$ cat src/hdl/axi_lite_pkg.sv
//********************************************************************
// AXI4-Lite read channel types
// AR and R payloads and the response code
//********************************************************************

package axi_lite_pkg;

    typedef enum logic [1:0] {
        OKAY   = 2'b00,
        EXOKAY = 2'b01,
        SLVERR = 2'b10,
        DECERR = 2'b11
    } axi_resp_t;

    // Read address payload, valid travels beside it
    typedef struct packed {
        logic [31:0] araddr;
        logic [2:0]  arprot;
    } axi_ar_t;

    // Read data payload
    typedef struct packed {
        logic [31:0] rdata;
        axi_resp_t   rresp;
    } axi_r_t;

    // Unprivileged, secure, instruction access
    localparam logic [2:0] ARPROT_INSTR = 3'b100;

endpackage

$ cat src/hdl/rv32_front_pkg.sv
//********************************************************************
// RV32 front end types
// Instruction words, major opcodes, fetch packets, retire records
// and the redirect bundle shared by fetch, queue and execute
//********************************************************************

package rv32_front_pkg;

    typedef logic [31:0] word_t;

    // RV32I major opcodes, bits 6:0 of the instruction
    typedef enum logic [6:0] {
        OP_LOAD     = 7'b0000011,
        OP_MISC_MEM = 7'b0001111,
        OP_IMM      = 7'b0010011,
        OP_AUIPC    = 7'b0010111,
        OP_STORE    = 7'b0100011,
        OP_REG      = 7'b0110011,
        OP_LUI      = 7'b0110111,
        OP_BRANCH   = 7'b1100011,
        OP_JALR     = 7'b1100111,
        OP_JAL      = 7'b1101111,
        OP_SYSTEM   = 7'b1110011
    } opcode_t;

    typedef enum logic [1:0] {
        RK_NORMAL     = 2'd0,
        RK_JUMP       = 2'd1,
        RK_BUS_FAULT  = 2'd2,
        RK_MISALIGNED = 2'd3
    } retire_kind_t;

    typedef struct packed {
        word_t pc;
        word_t instr;
        logic  bus_fault;
    } fetch_packet_t;

    typedef struct packed {
        word_t        pc;
        word_t        instr;
        retire_kind_t kind;
    } retire_t;

    typedef struct packed {
        logic  valid;
        word_t target;
    } redirect_t;

    localparam word_t RESET_PC        = 32'h0000_0000;
    localparam int    QUEUE_DEPTH     = 4;
    localparam int    QPTR_W          = $clog2(QUEUE_DEPTH);
    localparam int    MAX_OUTSTANDING = 2;

endpackage

$ cat src/hdl/execute_unit.sv
//********************************************************************
// Execute unit
// Finds JAL at the queue head, computes its target, redirects
// fetch and hands every instruction to the retire port
//********************************************************************

module execute_unit (
    input  logic                          CLK,
    input  logic                          nRST,
    input  rv32_front_pkg::fetch_packet_t head,
    input  logic                          not_empty,
    output logic                          pop,
    output rv32_front_pkg::redirect_t     redirect,
    output rv32_front_pkg::retire_t       retire,
    output logic                          retire_valid,
    input  logic                          retire_ready
);
    import rv32_front_pkg::*;

    opcode_t      opcode;
    logic         is_jal;
    word_t        j_imm;
    word_t        target;
    logic         misaligned;
    retire_kind_t kind;
    retire_t      retire_q;
    logic         retire_valid_q;

    assign opcode = opcode_t'(head.instr[6:0]);
    assign is_jal = (opcode == OP_JAL);

    // J-type immediate, bit 0 always zero
    assign j_imm = {{11{head.instr[31]}}, head.instr[31], head.instr[19:12],
                    head.instr[20], head.instr[30:21], 1'b0};
    assign target     = head.pc + j_imm;
    assign misaligned = (target[1:0] != 2'b00);

    // Bus fault takes priority over anything decoded from the word
    always_comb begin
        if (head.bus_fault) begin
            kind = RK_BUS_FAULT;
        end else if (is_jal && misaligned) begin
            kind = RK_MISALIGNED;
        end else if (is_jal) begin
            kind = RK_JUMP;
        end else begin
            kind = RK_NORMAL;
        end
    end

    // Pop when the retire slot is empty or draining this cycle
    assign pop = not_empty && (!retire_valid_q || retire_ready);

    assign redirect.valid  = pop && (kind == RK_JUMP);
    assign redirect.target = target;

    assign retire       = retire_q;
    assign retire_valid = retire_valid_q;

    always_ff @(posedge CLK, negedge nRST) begin
        if (!nRST) begin
            retire_valid_q <= 1'b0;
        end else if (pop) begin
            retire_valid_q <= 1'b1;
        end else if (retire_ready) begin
            retire_valid_q <= 1'b0;
        end
    end

    always_ff @(posedge CLK) begin
        if (pop) begin
            retire_q.pc    <= head.pc;
            retire_q.instr <= head.instr;
            retire_q.kind  <= kind;
        end
    end

endmodule

$ cat src/hdl/fetch_queue.sv
//********************************************************************
// Fetch queue
// In-order circular buffer of fetch packets between fetch and
// execute, emptied in one cycle by a flush
//********************************************************************

module fetch_queue (
    input  logic                          CLK,
    input  logic                          nRST,
    input  logic                          push,
    input  rv32_front_pkg::fetch_packet_t packet,
    input  logic                          flush,
    input  logic                          pop,
    output rv32_front_pkg::fetch_packet_t head,
    output logic                          not_empty,
    output logic [2:0]                    count
);
    import rv32_front_pkg::*;

    fetch_packet_t     mem [QUEUE_DEPTH];
    logic [QPTR_W-1:0] wr_ptr;
    logic [QPTR_W-1:0] rd_ptr;
    logic              do_pop;

    assign not_empty = (count != 3'd0);
    assign head      = mem[rd_ptr];
    assign do_pop    = pop && not_empty;

    always_ff @(posedge CLK, negedge nRST) begin
        if (!nRST) begin
            wr_ptr <= '0;
            rd_ptr <= '0;
            count  <= '0;
        end else if (flush) begin
            // Flush wins over a push in the same cycle
            wr_ptr <= '0;
            rd_ptr <= '0;
            count  <= '0;
        end else begin
            if (push) begin
                wr_ptr <= wr_ptr + 1'b1;
            end
            if (do_pop) begin
                rd_ptr <= rd_ptr + 1'b1;
            end
            case ({push, do_pop})
                2'b10:   count <= count + 3'd1;
                2'b01:   count <= count - 3'd1;
                default: count <= count;
            endcase
        end
    end

    always_ff @(posedge CLK) begin
        if (push) begin
            mem[wr_ptr] <= packet;
        end
    end

endmodule

$ cat src/hdl/fetch_subsystem_top.sv
//********************************************************************
// Fetch subsystem top
// Fetch, queue and execute, with the AXI read port and the retire
// port brought out
//********************************************************************

module fetch_subsystem_top (
    input  logic                    CLK,
    input  logic                    nRST,
    output axi_lite_pkg::axi_ar_t   ar,
    output logic                    arvalid,
    input  logic                    arready,
    input  axi_lite_pkg::axi_r_t    r,
    input  logic                    rvalid,
    output logic                    rready,
    output rv32_front_pkg::retire_t retire,
    output logic                    retire_valid,
    input  logic                    retire_ready
);
    import rv32_front_pkg::*;

    logic          push;
    fetch_packet_t packet;
    logic [2:0]    queue_count;
    fetch_packet_t head;
    logic          not_empty;
    logic          pop;
    redirect_t     redirect;

    fetch_unit u_fetch (
        .CLK         (CLK),
        .nRST        (nRST),
        .ar          (ar),
        .arvalid     (arvalid),
        .arready     (arready),
        .r           (r),
        .rvalid      (rvalid),
        .rready      (rready),
        .push        (push),
        .packet      (packet),
        .queue_count (queue_count),
        .redirect    (redirect)
    );

    // Redirect doubles as the queue flush
    fetch_queue u_queue (
        .CLK       (CLK),
        .nRST      (nRST),
        .push      (push),
        .packet    (packet),
        .flush     (redirect.valid),
        .pop       (pop),
        .head      (head),
        .not_empty (not_empty),
        .count     (queue_count)
    );

    execute_unit u_execute (
        .CLK          (CLK),
        .nRST         (nRST),
        .head         (head),
        .not_empty    (not_empty),
        .pop          (pop),
        .redirect     (redirect),
        .retire       (retire),
        .retire_valid (retire_valid),
        .retire_ready (retire_ready)
    );

endmodule

$ cat src/hdl/fetch_unit.sv
//********************************************************************
// Fetch unit
// Holds the PC, issues instruction reads over AXI4-Lite under a
// credit limit and tags each read with an epoch so that responses
// from before a redirect are dropped
//********************************************************************

module fetch_unit (
    input  logic                          CLK,
    input  logic                          nRST,
    output axi_lite_pkg::axi_ar_t         ar,
    output logic                          arvalid,
    input  logic                          arready,
    input  axi_lite_pkg::axi_r_t          r,
    input  logic                          rvalid,
    output logic                          rready,
    output logic                          push,
    output rv32_front_pkg::fetch_packet_t packet,
    input  logic [2:0]                    queue_count,
    input  rv32_front_pkg::redirect_t     redirect
);
    import rv32_front_pkg::*;
    import axi_lite_pkg::*;

    word_t       pc;
    logic        epoch;
    logic        arvalid_q;
    word_t       araddr_q;
    logic [1:0]  inflight;
    logic [3:0]  credit_used;
    logic        slot_free;
    logic        credit_ok;
    logic        do_load;
    logic        resp_fire;

    // In-flight record, one slot per outstanding read
    word_t       rec_pc    [MAX_OUTSTANDING];
    logic        rec_epoch [MAX_OUTSTANDING];
    logic        rec_wr;
    logic        rec_rd;

    // AR slot counts as in flight from the moment it is loaded
    assign credit_used = 4'(inflight) + 4'(queue_count);
    assign credit_ok   = (credit_used < 4'(QUEUE_DEPTH))
                       && (inflight < 2'(MAX_OUTSTANDING));
    assign slot_free   = !arvalid_q || arready;
    // No load while the PC is being redirected
    assign do_load     = slot_free && credit_ok && !redirect.valid;
    assign resp_fire   = rvalid && rready;

    assign arvalid   = arvalid_q;
    assign ar.araddr = araddr_q;
    assign ar.arprot = ARPROT_INSTR;
    assign rready    = 1'b1;

    // Stale epochs are dropped here
    assign push             = resp_fire && (rec_epoch[rec_rd] == epoch);
    assign packet.pc        = rec_pc[rec_rd];
    assign packet.instr     = r.rdata;
    assign packet.bus_fault = (r.rresp != OKAY);

    always_ff @(posedge CLK, negedge nRST) begin
        if (!nRST) begin
            pc        <= RESET_PC;
            epoch     <= 1'b0;
            arvalid_q <= 1'b0;
            rec_wr    <= 1'b0;
            rec_rd    <= 1'b0;
        end else begin
            if (redirect.valid) begin
                pc    <= redirect.target;
                epoch <= ~epoch;
            end else if (do_load) begin
                pc <= pc + 32'd4;
            end

            if (do_load) begin
                arvalid_q <= 1'b1;
                rec_wr    <= ~rec_wr;
            end else if (arready) begin
                arvalid_q <= 1'b0;
            end

            if (resp_fire) begin
                rec_rd <= ~rec_rd;
            end
        end
    end

    always_ff @(posedge CLK, negedge nRST) begin
        if (!nRST) begin
            inflight <= '0;
        end else begin
            case ({do_load, resp_fire})
                2'b10:   inflight <= inflight + 2'd1;
                2'b01:   inflight <= inflight - 2'd1;
                default: inflight <= inflight;
            endcase
        end
    end

    // Address and record payload
    always_ff @(posedge CLK) begin
        if (do_load) begin
            araddr_q          <= pc;
            rec_pc[rec_wr]    <= pc;
            rec_epoch[rec_wr] <= epoch;
        end
    end

endmodule

$ cat config.mk
export PLATFORM = sky130hd
export DESIGN_NAME = fetch_subsystem_top
export DESIGN_NICKNAME = d
export VERILOG_FILES = /design/src/hdl/axi_lite_pkg.sv /design/src/hdl/rv32_front_pkg.sv /design/src/hdl/execute_unit.sv /design/src/hdl/fetch_queue.sv /design/src/hdl/fetch_subsystem_top.sv /design/src/hdl/fetch_unit.sv
export SDC_FILE = /design/constraint.sdc
export NUM_CORES = 1
export LEC_CHECK = 0
export ABC_AREA = 0
export BUFFER_PORTS_ARGS = -buffer_cell sky130_fd_sc_hd__buf_2
export CAP_MARGIN = 20
export CORE_ASPECT_RATIO = 1.75
export CORE_MARGIN = 5
export CORE_UTILIZATION = 45
export DETAILED_ROUTE_END_ITERATION = 12
export PLACE_DENSITY = 0.74
export RECOVER_POWER = 25
export SYNTH_ARGS = -nofsm -noshare
export SYNTH_HDL_FRONTEND = slang
export SYNTH_SLANG_ARGS = --single-unit
$ cat constraint.sdc
create_clock -name CLK -period 12.6 [get_ports CLK]
set_input_delay 0.63 -clock CLK [delete_from_list [all_inputs] [get_ports CLK]]
set_output_delay 0.63 -clock CLK [all_outputs]
set_load 0.02 [all_outputs]
== Word-level counts from Yosys, hierarchy flattened ==
Memories as Yosys holds them, arrays and structs flattened.
Index checks and enable logic that the tools add are counted.

* Add/subtract/negate cells: 9
* $mul: 0
* Divide/modulo/power cells: 0
* Magnitude comparators: 2
* Eq/ne operators: 7
* Shift operators: 0
* Mux-type cells: 20
* Bitwise logic cells: 3
* Reductions and logical operators: 23

{| class="wikitable"
|+ Operator list
! cell !! count
|-
| 32-bit two-way mux || 2
|-
| 32-bit by 3-bit adder with 32-bit output, second input constant || 1
|-
| 32-bit adder || 1
|-
| 2-bit nonzero test || 8
|-
| 2-bit two-way mux || 6
|-
| 1-bit two-way mux || 9
|-
| 1-bit logical AND || 8
|-
| 7-bit == test, second input constant || 1
|-
| 2-bit by 1-bit adder with 2-bit output, second input constant || 3
|-
| 2-bit by 1-bit == test with 1-bit output, second input constant || 3
|-
| 3-bit one-hot mux with 2 select lines || 1
|-
| 3-bit nonzero test || 2
|-
| 2-bit by 3-bit adder with 4-bit output || 1
|-
| 2-bit == test, second input constant || 2
|-
| 4-bit by 3-bit < comparator with 1-bit output, second input constant || 1
|-
| 2-bit one-hot mux with 2 select lines || 1
|-
| 3-bit by 1-bit adder with 3-bit output, second input constant || 1
|-
| 1-bit zero test || 3
|-
| 3-bit two-way mux || 1
|-
| 1-bit inverter || 3
|-
| 3-bit by 1-bit subtractor with 3-bit output, second input constant || 1
|-
| 1-bit logical OR || 2
|-
| 2-bit < comparator, second input constant || 1
|-
| 2-bit by 1-bit subtractor with 2-bit output, second input constant || 1
|-
| 1-bit == test || 1
|}

* Register bits: 144
* Latch bits: 0
* Memory bits (writable): 326
* Memory bits (read-only): 0
* Input bits: 39
* Output and inout bits: 104
* Memories: 3

{| class="wikitable"
|+ Memories
! memory !! depth !! bits a word !! rd ports !! clocked after memory_dff !! wr ports !! line !! text
|-
| u_queue.mem || 4 || 65 || 1 || 0 || 1 || fetch_queue.sv:20 || <nowiki>fetch_packet_t mem [QUEUE_DEPTH];</nowiki>
|-
| u_fetch.rec_pc || 2 || 32 || 1 || 0 || 1 || fetch_unit.sv:37 || <nowiki>word_t rec_pc [MAX_OUTSTANDING];</nowiki>
|-
| u_fetch.rec_epoch || 2 || 1 || 1 || 0 || 1 || fetch_unit.sv:38 || <nowiki>logic rec_epoch [MAX_OUTSTANDING];</nowiki>
|}

== Logic depth before layout (Yosys ltp) ==
Gate-level depths: netlist of the first run.
An unclocked memory read counts as a cell.

* Depth in word-level cells: 12
* Depth in mapped cells: 16
* Mapped depth without buffers: 12

== Modules after synthesis ==
Synthesis of the first run repeated with hierarchy kept, for this count alone.

* Cell total of the unflattened synthesis: 1137
* Area, all modules: 19560.0 um2

{| class="wikitable"
|+ Modules (own cells, without submodules)
! module !! instances !! cells each !! area an instance (um2) !! sequential area each (um2)
|-
| fetch_queue || 1 || 388 || 9888.2 || 7982.7
|-
| fetch_unit || 1 || 395 || 5719.2 || 3893.7
|-
| execute_unit || 1 || 354 || 3952.5 || 2006.9
|}

== Worst setup path after synthesis of the first run ==
Ideal clock, no wire load.

* Path type: input -> register
* Start: input retire_ready
* End: memory u_fetch.rec_epoch[0], enable pin
* Data arrival time: 5.247 ns
* Required time: 12.200 ns
* Slack: 6.953 ns
* Stages: 5
* Cell sequence: inv_1 a21oi_1 nand3_2 nand2_1 nor2_1

* Longest elaborated chain between the ends: 7

{| class="wikitable"
|+ Ends and longest elaborated chain
! item !! line !! text
|-
| start, declared || fetch_subsystem_top.sv:18 || <nowiki>input logic retire_ready</nowiki>
|-
| 1-bit logical OR || execute_unit.sv:52 || <nowiki>assign pop = not_empty && (!retire_valid_q || retire_ready);</nowiki>
|-
| 1-bit logical AND || execute_unit.sv:52 ||
|-
| net pop || fetch_subsystem_top.sv:27 || <nowiki>logic pop;</nowiki>
|-
| 1-bit logical AND || execute_unit.sv:54 || <nowiki>assign redirect.valid = pop && (kind == RK_JUMP);</nowiki>
|-
| 1-bit zero test || fetch_unit.sv:48 || <nowiki>assign do_load = slot_free && credit_ok && !redirect.valid;</nowiki>
|-
| 1-bit logical AND || fetch_unit.sv:48 ||
|-
| 1-bit two-way mux || fetch_unit.sv:104 || <nowiki>if (do_load) begin</nowiki>
|-
| 1-bit two-way mux (implied by the code) || fetch_unit.sv:107 || <nowiki>rec_epoch[rec_wr] <= epoch;</nowiki>
|-
| end, declared || fetch_unit.sv:38 ||
|}

The timed path passes the listed nets, and every way through them passes these cells.

==> metrics.cfg, run 1 <==
[critical_path]
rr_worst_depth=8
crit_path_end_kind=register
r2r-end=u_fetch.rec_pc[1][28]
crit_fanout=36
required_ps=12820
path_class=reg2reg
r2r_slack_ps=7630
regToRegStartpoint=u_queue.rd_ptr[0]
start_kind=register
cp.arrival_ps=5190

[detailed_routing]
drt_drc_violations_left=0
drt.antenna.violating_nets=0
wire_per_inst_um=22.2
routed_wirelength_mm=39.4
drt_iter0_markers=658
vias=9569
detail_route.first_pass.iterations=5
vias_per_cell=5.40

[floorplan]
die-area_um2=46100
io_pins=143
initial_core_util=0.453
core_area_um2=41500
dieHeight_um=280
rows=99
dieWidth_um=164

[final_layout]
num-fill-cells=3265
antenna_cells=0
drive_gt1_frac=0.252
syn_to_final_growth_pct=13.7
final_common_cell=edfxtp_1
fin_nets=1264
layout_common_cells=edfxtp_1, buf_2, mux4_2, nand2_1, dfrtp_1
fin_util=0.515

[timing]
rsz0062_at_grt=false
timing.hold.ws_ps=291
setup_viol=0
slew_headroom=-0.961
finalHoldViolCount=0
period_minus_slack_ps=4970
clock-skew-final_ps=16.9
post-route-period-util=0.395
fin_setup_tns_ps=0
slew_violations=47
fmax_ghz=0.201
worst_pin_slew_ps=2940

[hold_path]
min_from=retire_ready
holdPathEnd=u_execute.retire_valid
holdPathStages=2
holdCritPathClass=in2reg

[synth]
ys_ff_latch=470
async_flop_share=0.0979
synth_top_flop_cell=edfxtp_1
syn_area_um2=18800
syn-instance-count=1028
synth_enable_flop_cells=424
yosysUniqueCellTypes=60
syn_avg_cell_area_um2=18.3
yosysWarningCount=0
ys_seq_area_frac=0.739

[clock_network]
cts_max_path_buffers=3
hold_buffers=0
path_clk_slew_ps=70
post_cts_buffers=0
clk_latency_ps=550
cts_resized=0
cts_sinks=470
htreeDepth=2
cts_tree=done
clockRootBuffer=clkbuf_16
cts_made_buffers=40

[power]
total_power_mw=5.94
p_leak_nw=7.51
p_per_area_nw_per_um2=278
ir_drop_uv=151

[outcome]
violations=capacitance limit, slew limit
outcome=finished, violations left

[global_routing]
antenna_found_initial=0
grt_pass1_vias=10100
grt_start_max_net_pins=66
groute.usage.overall=0.173
grt_pass1_wl_mm=60.3
grt_overflow_total=0

[placed_design]
place_congestion=0.865
port-buffer-count=138
hpwl_mm=25.1

[job]
maxCapViolCount=1

## Yosys cell counts (all sizes together) (2+ instances only)
library cell / number / area [um^2]
a211oi: 3 / 22.5
a21o: 9 / 67.6
a21oi: 36 / 184
a31oi: 5 / 31.3
and2: 5 / 31.3
and3: 13 / 86.3
and4: 2 / 17.5
buf: 28 / 203
clkbuf: 8 / 30.0
conb: 2 / 7.51
dfrtp: 46 / 1150
edfxtp: 424 / 12700
fa: 2 / 40.0
ha: 38 / 475
inv: 22 / 82.6
mux2: 32 / 360
mux2i: 10 / 100
mux4: 65 / 1460
nand2: 55 / 219
nand2b: 4 / 25.0
nand3: 22 / 120
nand4: 15 / 100
nor2: 39 / 154
nor2b: 2 / 12.5
nor3: 7 / 35.0
nor4: 3 / 18.8
o211ai: 4 / 30.0
o21a: 3 / 22.5
o21ai: 35 / 201
o21bai: 7 / 52.6
o31ai: 3 / 27.5
or2: 2 / 12.5
or3: 2 / 12.5
xnor2: 34 / 298
xor2: 31 / 272
## worst max-delay path by stage
stage	from	endpoint	slack [ps]	cells past startpoint
after floorplan	retire_ready	u_fetch.rec_epoch[0]	6950	5
after global placement	u_queue.rd_ptr[0]	u_fetch.rec_pc[1][22]	7510	8
after detailed placement	u_queue.rd_ptr[0]	u_fetch.rec_pc[0][22]	7450	8
after CTS	u_queue.rd_ptr[0]	u_fetch.rec_pc[0][16]	7420	8
after global routing	u_queue.rd_ptr[0]	u_fetch.rec_pc[0][30]	7210	8
final	u_queue.rd_ptr[0]	u_fetch.rec_pc[1][28]	7630	8
## per-layer routing
layer,GRT usage,up-vias,part of all wire
met1,0.209,4931,0.38
met2,0.316,246,0.55
met5,0,-,0
li1,-,4331,-
met3,0.0241,61,0.043
met4,0.0581,0,0.030
## kinds of logic after synthesis
| family | share of synthesized area |
|---|---|
| flops | 0.739 |
| simple gates | 0.0459 |
| compound gates | 0.0381 |
| mux | 0.102 |
| xor+xnor | 0.0303 |
| buf+inv | 0.0168 |
| fa+ha+maj | 0.0274 |
| other cells | 0.000400 |
## worst max-delay path, cell delays in order (launching register included)
cell and delay, ps:
dfrtp_4 860, buf_4 690, mux4_2 610, ha_1 330, nor2_1 90, nand3_2 550
nand2_1 320, nor2_2 700, buf_4 430
## stage by stage
step,area (um^2),setup slack (ps),cells
3_3_place_gp,20100,7510,1695
5_1_grt,21400,7210,1772
4_1_cts,21400,7420,1770
6_report,21400,7630,1772
2_1_floorplan,18800,6950,1030
3_5_place_dp,20100,7450,1696
## cell type report
type                    count  area (um^2)  share of cell area
repair buffers            149          782              0.0366
flip-flops and latches    470        13900               0.650
clock inverters            18          154             0.00720
inverters                  22         82.6             0.00386
well taps                 555          694              0.0325
multi-input cells         502         4640               0.217
clock buffers              56         1130              0.0530
## registers in the layout, indices dropped and copies added, names as in the netlist
| signal | count |
|---|---|
| u_fetch.rec_wr | 1 |
| u_fetch.rec_epoch | 2 |
| u_queue.wr_ptr | 2 |
| u_fetch.arvalid | 1 |
| u_fetch.epoch | 1 |
| u_fetch.rec_rd | 1 |
| u_queue.count | 3 |
| u_fetch.araddr_q | 32 |
| u_fetch.pc | 32 |
| u_execute.retire | 66 |
| u_queue.rd_ptr | 2 |
| u_execute.retire_valid | 1 |
| u_queue.mem | 260 |
| u_fetch.inflight | 2 |
| u_fetch.rec_pc | 64 |
## power by group
group / internal (mW) / total (mW) / switching (mW) / leakage [nW]
clock network: 0.674 / 1.21 / 0.535 / 0.633
logic: 0.875 / 2.28 / 1.40 / 2.35
registers: 2.25 / 2.45 / 0.204 / 4.53
(Power assumes the default switching activity.)
==> inputs of run 2 (changes only) <==
--- a/config.mk
+++ b/config.mk
@@ -12,7 +12,7 @@
 export CORE_MARGIN = 5
 export CORE_UTILIZATION = 45
 export DETAILED_ROUTE_END_ITERATION = 12
-export PLACE_DENSITY = 0.74
+export PLACE_DENSITY = 0.76
 export RECOVER_POWER = 25
 export SYNTH_ARGS = -nofsm -noshare
 export SYNTH_HDL_FRONTEND = slang
==> constraint.sdc (replaced) <==
create_clock -name CLK -period 4 [get_ports CLK]
set_input_delay 0.2 -clock CLK [delete_from_list [all_inputs] [get_ports CLK]]
set_output_delay 0.2 -clock CLK [all_outputs]
set_load 0.02 [all_outputs]
==> metrics.cfg, run 2 (synthesis gave the netlist of run 1 again) <==
[critical_path]
rr_worst_depth=12  ; +4
cp_common_cell=o21ai_0
path_buf_inv=2  ; unchanged
path_class=reg2reg
r2r-end=u_fetch.pc[30]
max_stage_delay_ps=610  ; -250 ps
path_cells=buf_4 -> mux4_2 -> ha_1 -> nand2_1 -> o21ai_0 -> a22oi_2 -> a21oi_1 -> o21ai_0 -> buf_4 -> o31ai_1 -> xnor2_1 -> o21ai_0
crit_path_end_kind=register
start_kind=register
regToRegStartpoint=u_queue.rd_ptr[0]
crit_cells=12  ; +4
cp.arrival_ps=4160  ; -1030 ps
r2r_slack_ps=240  ; -7390 ps
crit_fanout=15  ; -58%
required_ps=4390  ; -8430 ps
cp_top_family=compound AO/OA/AOI/OAI gates
critPathSlowestCell=dfrtp_4

[clock_network]
htreeDepth=2  ; unchanged
clockRootBuffer=clkbuf_16
cts_tree=done
cts_max_path_buffers=3  ; unchanged
path_clk_slew_ps=70  ; about the same
cts_sinks=470  ; unchanged
clk_latency_ps=540  ; about the same
cts_made_buffers=40  ; unchanged

[timing]
period_minus_slack_ps=3760  ; -1210 ps
fmax_ghz=0.266  ; +32%
worst_pin_slew_ps=2320  ; -623 ps
post-route-period-util=0.941  ; +0.546
rsz0062_at_grt=false
finalHoldViolCount=0  ; unchanged
fin_setup_tns_ps=0  ; unchanged
finalWorstSetupSlack_ps=236  ; -7390 ps
slew_violations=68  ; +45%
clock-skew-final_ps=15.2  ; -1.77 ps
setup_viol=0  ; unchanged
timing.hold.ws_ps=381  ; +90.0 ps
slew_headroom=-0.545  ; +0.415

[placed_design]
place_congestion=0.901  ; +4.1%
dp.cells=1722  ; +1.5%
pre_cts_slack_ps=-16.9  ; -7460 ps
hpwl_mm=27.1  ; +7.8%
port-buffer-count=138  ; unchanged
dpl_cell_area_um2=20300  ; +1.0%

[detailed_routing]
drt.antenna.violating_nets=0  ; unchanged
vias_per_cell=5.39  ; -0.16%
drt_iter0_markers=573  ; -13%
detail_route.first_pass.iterations=5  ; unchanged
drt_drc_violations_left=0  ; unchanged
routed_wirelength_mm=40.9  ; +3.7%
wire_per_inst_um=22.2  ; about the same
vias=9915  ; +3.6%

[power]
total_power_mw=19.2  ; +220%
ir_drop_uv=374  ; +150%
p_per_area_nw_per_um2=874  ; +210%
p_leak_nw=7.82  ; +4.1%

[outcome]
outcome=finished, violations left
violations=capacitance limit, slew limit

[final_layout]
fin_nets=1332  ; +5.4%
largest_reg_flops=260  ; unchanged
fin_util=0.530  ; +0.0154
largest_register=u_queue.mem
instances_no_fill=1839  ; +3.8%
final_common_cell=edfxtp_1
num-fill-cells=3278  ; +0.40%
layout_common_cells=edfxtp_1, buf_2, mux4_2, nand2_1, clkbuf_1
stdcell_area_um2=22000  ; +3.0%
syn_to_final_growth_pct=17.1
antenna_cells=0  ; unchanged
drive_gt1_frac=0.264  ; +0.0118

[floorplan]
die-area_um2=46100  ; unchanged
initial_core_util=0.453  ; unchanged
dieWidth_um=164  ; unchanged
io_pins=143  ; unchanged
rows=99  ; unchanged
core_area_um2=41500  ; unchanged
dieHeight_um=280  ; unchanged

[global_routing]
grt_overflow_total=0  ; unchanged
antenna_found_initial=0  ; unchanged
grt_pass1_wl_mm=62.5  ; +3.6%
grt_start_max_net_pins=66  ; unchanged
groute.usage.overall=0.179  ; +0.00568
grt_pass1_vias=10600  ; +4.4%

[hold_path]
holdPathStages=3  ; +1
min_from=retire_ready
holdPathEnd=u_execute.retire_valid
holdCritPathClass=in2reg

[job]
maxCapViolCount=2  ; +1

==> run 2: changes by cell type in the layout (fill, tap and decap cells not counted), sizes merged <==
cell | before | now
clkinv | 12 | 11
dlygate4sd3 | 0 | 38
buf | 116 | 145
bufinv | 2 | 3
==> run 2: worst max path at each step <==
stage / start / end / slack [ps]
2_1_floorplan: u_queue.rd_ptr[0] / u_fetch.rec_epoch[0] / -380
3_3_place_gp: u_queue.rd_ptr[0] / u_fetch.pc[31] / 30
3_5_place_dp: u_queue.rd_ptr[0] / u_fetch.pc[31] / -20
4_1_cts: u_queue.rd_ptr[0] / u_fetch.pc[30] / 80
5_1_grt: u_queue.rd_ptr[0] / u_fetch.pc[30] / 20
6_report: u_queue.rd_ptr[0] / u_fetch.pc[30] / 240
==> run 2: where the power goes <==
| part | internal [mW] | switching [mW] | total [mW] |
|---|---|---|---|
| Sequential | 7.09 | 0.580 | 7.67 |
| Combinational | 3.05 | 4.63 | 7.68 |
| Clock | 2.18 | 1.71 | 3.89 |
| Total | 12.3 | 6.92 | 19.2 |
==> run 2: repair_timing <==
action                                  in CTS  in global routing
setup buffers                                5                  0
endpoints found under the setup margin       1                  6
pin swaps                                    0                  0
hold buffers                                38                  0
hold endpoints to repair                   167                  0
resized for setup                            0                  5
==> run 2: cell type report <==
cell class	count	area [um^2]	area share
flip-flops and latches	470	13900	0.631
multi-input cells	502	4660	0.212
repair buffers	217	1380	0.0626
clock buffers	55	1120	0.0509
well taps	555	694	0.0315
clock inverters	18	190	0.00864
inverters	22	82.6	0.00375
==> run 2: worst register-to-register path: cells and delay by family, from the launching register on <==
family          cells  cell delay, ps
compound gates      6            1340
flops               1             610
mux                 1             540
buf+inv             2             450
fa+ha+maj           1             430
xor+xnor            1             160
simple gates        1             100
==> run 2: routing by layer <==
metal	share of wire	vias up	GRT usage
li1	-	4471	-
met1	0.37	5093	0.213
met2	0.55	272	0.330
met3	0.047	79	0.0240
met4	0.032	0	0.0600
met5	0	-	0
==> inputs of run 3 (changes only) <==
--- a/config.mk
+++ b/config.mk
@@ -10,9 +10,10 @@
 export CAP_MARGIN = 20
 export CORE_ASPECT_RATIO = 1.75
 export CORE_MARGIN = 5
-export CORE_UTILIZATION = 45
+export CORE_UTILIZATION = 54
 export DETAILED_ROUTE_END_ITERATION = 12
-export PLACE_DENSITY = 0.76
+export GPL_TIMING_DRIVEN = 0
+export PLACE_DENSITY = 0.87
 export RECOVER_POWER = 25
 export SYNTH_ARGS = -nofsm -noshare
 export SYNTH_HDL_FRONTEND = slang
==> metrics.cfg, run 3 (synthesis gave the netlist of run 1 again) <==
[outcome]
outcome=finished, violations left
violations=capacitance limit, slew limit

[global_routing]
groute.usage.overall=0.226  ; +0.0470
antenna_found_initial=0  ; unchanged
grt_busiest_layer=met2
grt_pass1_wl_mm=65.2  ; +4.5%
grtUsageMet3=0.0277  ; +0.00378
grt_overflow_total=0  ; unchanged
grt_start_max_net_pins=46  ; -30%
grt_use_met1=0.261  ; +0.0481
grt_pass1_vias=10900  ; +3.6%
grt_use_met2=0.411  ; +0.0805

[detailed_routing]
detail_route.first_pass.iterations=7  ; +2
routed_wirelength_mm=43.4  ; +6.1%
drt_drc_violations_left=0  ; unchanged
drt.antenna.violating_nets=0  ; unchanged
wire_per_inst_um=24.9  ; +12%
drt_iter0_markers=838  ; +46%
vias_per_cell=5.96  ; +10%
vias=10400  ; +4.8%

[final_layout]
fin_nets=1334  ; +0.15%
instances_no_fill=1745  ; -5.1%
layout_common_cells=edfxtp_1, buf_2, mux4_2, nand2_1
num-fill-cells=2268  ; -31%
final_common_cell=edfxtp_1
syn_to_final_growth_pct=18.2
fin_util=0.645  ; +0.114
largest_register=u_queue.mem
largest_reg_flops=260  ; unchanged
antenna_cells=0  ; unchanged
drive_gt1_frac=0.275  ; +0.0107

[timing]
post-route-period-util=0.984  ; +0.0435
finalWorstSetupSlack_ps=62.1  ; -174 ps
timing.hold.ws_ps=14.9  ; -366 ps
period_minus_slack_ps=3940  ; +174 ps
worst_pin_slew_ps=2080  ; -234 ps
slew_violations=35  ; -49%
rsz0062_at_grt=true
fmax_ghz=0.254  ; -4.4%
clock-skew-final_ps=16.7  ; +1.51 ps
finalHoldViolCount=0  ; unchanged
setup_viol=0  ; unchanged
slew_headroom=-0.389  ; +0.156

[clock_network]
htreeDepth=2  ; unchanged
clockRootBuffer=clkbuf_16
path_clk_slew_ps=80  ; about the same
cts_made_buffers=38  ; -5.0%
cts_sinks=470  ; unchanged
cts_max_path_buffers=3  ; unchanged
cts_tree=done
clk_latency_ps=550  ; about the same

[critical_path]
crit_fanout=10  ; -5
cp.arrival_ps=4350  ; +190 ps
crit_path_end_kind=register
critical_path.startpoint=u_queue.rd_ptr[1]
required_ps=4410  ; +20 ps
path_class=reg2reg
regToRegStartpoint=u_queue.rd_ptr[1]
start_kind=register

[hold_path]
holdCritPathClass=in2reg
min_from=r[0]

[floorplan]
core_area_um2=34500  ; -17%
io_pins=143  ; unchanged
dieHeight_um=257  ; -8.4%
initial_core_util=0.545  ; +0.0925
die-area_um2=38800  ; -16%
rows=90  ; -9.1%
dieWidth_um=151  ; -8.2%

[power]
ir_drop_uv=383  ; +2.2%
total_power_mw=19.8  ; +2.8%
p_per_area_nw_per_um2=890  ; +1.9%
p_leak_nw=7.88  ; +0.77%

[placed_design]
hpwl_mm=28.2  ; +4.1%
dp.cells=1637  ; -4.9%
port-buffer-count=138  ; unchanged
pre_cts_slack_ps=-1470  ; -1460 ps
place_congestion=0.939  ; +4.3%

[job]
maxCapViolCount=1  ; -1

-- run 3: where the power goes --
group	leakage [nW]	internal [mW]	switching, mW
clock	0.652	2.34	1.70
combinational	2.70	3.11	5.01
sequential	4.53	7.07	0.537
-- run 3: per-layer routing --
layer	share of wire	up-vias
met4	0.050	0
met3	0.051	130
met5	0	-
li1	-	4476
met1	0.35	5320
met2	0.55	467
-- run 3: what timing repair did --
action | CTS | global route
setup buffers | 1 | 0
hold buffers | 36 | 1
hold endpoints to repair | 177 | 4
resized for setup | 50 | 29
pin swaps | 2 | 4
endpoints found under the setup margin | 142 | 44
-- run 3: worst paths after layout --
| path | end | slack [ps] | cells past startpoint |
|---|---|---|---|
| setup / recovery | u_fetch.pc[25] | 60 | 13 |
| hold / removal | u_queue.mem[1][0] | 10 | 2 |
| setup reg to reg | u_fetch.pc[25] | 60 | 13 |
| hold reg to reg | u_fetch.inflight[1] | 500 | 1 |
| max in group asynchronous | u_execute.retire_valid | 1250 | 3 |
| min in group asynchronous | u_fetch.pc[30] | 290 | 2 |
-- run 3: layout make-up --
cell class              count  area (um^2)  area share
clock buffers              48         1050      0.0474
clock inverters            22          304      0.0137
inverters                  22         85.1     0.00383
well taps                 460          576      0.0259
repair buffers            185         1220      0.0550
multi-input cells         502         4760       0.214
flip-flops and latches    470        13900       0.625
plain buffers              36          329      0.0148
-- run 3: worst max-delay path, stage by stage, from the launching register on --
cell and delay [ps]:
dfrtp_1 460, buf_4 250, buf_6 220, clkbuf_2 380
mux4_2 430, ha_2 430, nand3_1 140, a211oi_1 330
o21ai_2 170, a21boi_4 260, o21ai_1 110, a21oi_1 200
mux2i_1 270, o311ai_2 140
-- run 3: stage by stage --
| step | cell area [um^2] | setup TNS, ps |
|---|---|---|
| after floorplan | 18800 | -25120 |
| after global placement | 20100 | -468120 |
| after detailed placement | 20300 | -112800 |
| after CTS | 22200 | 0 |
| after global routing | 22200 | -294 |
| final | 22200 | 0 |
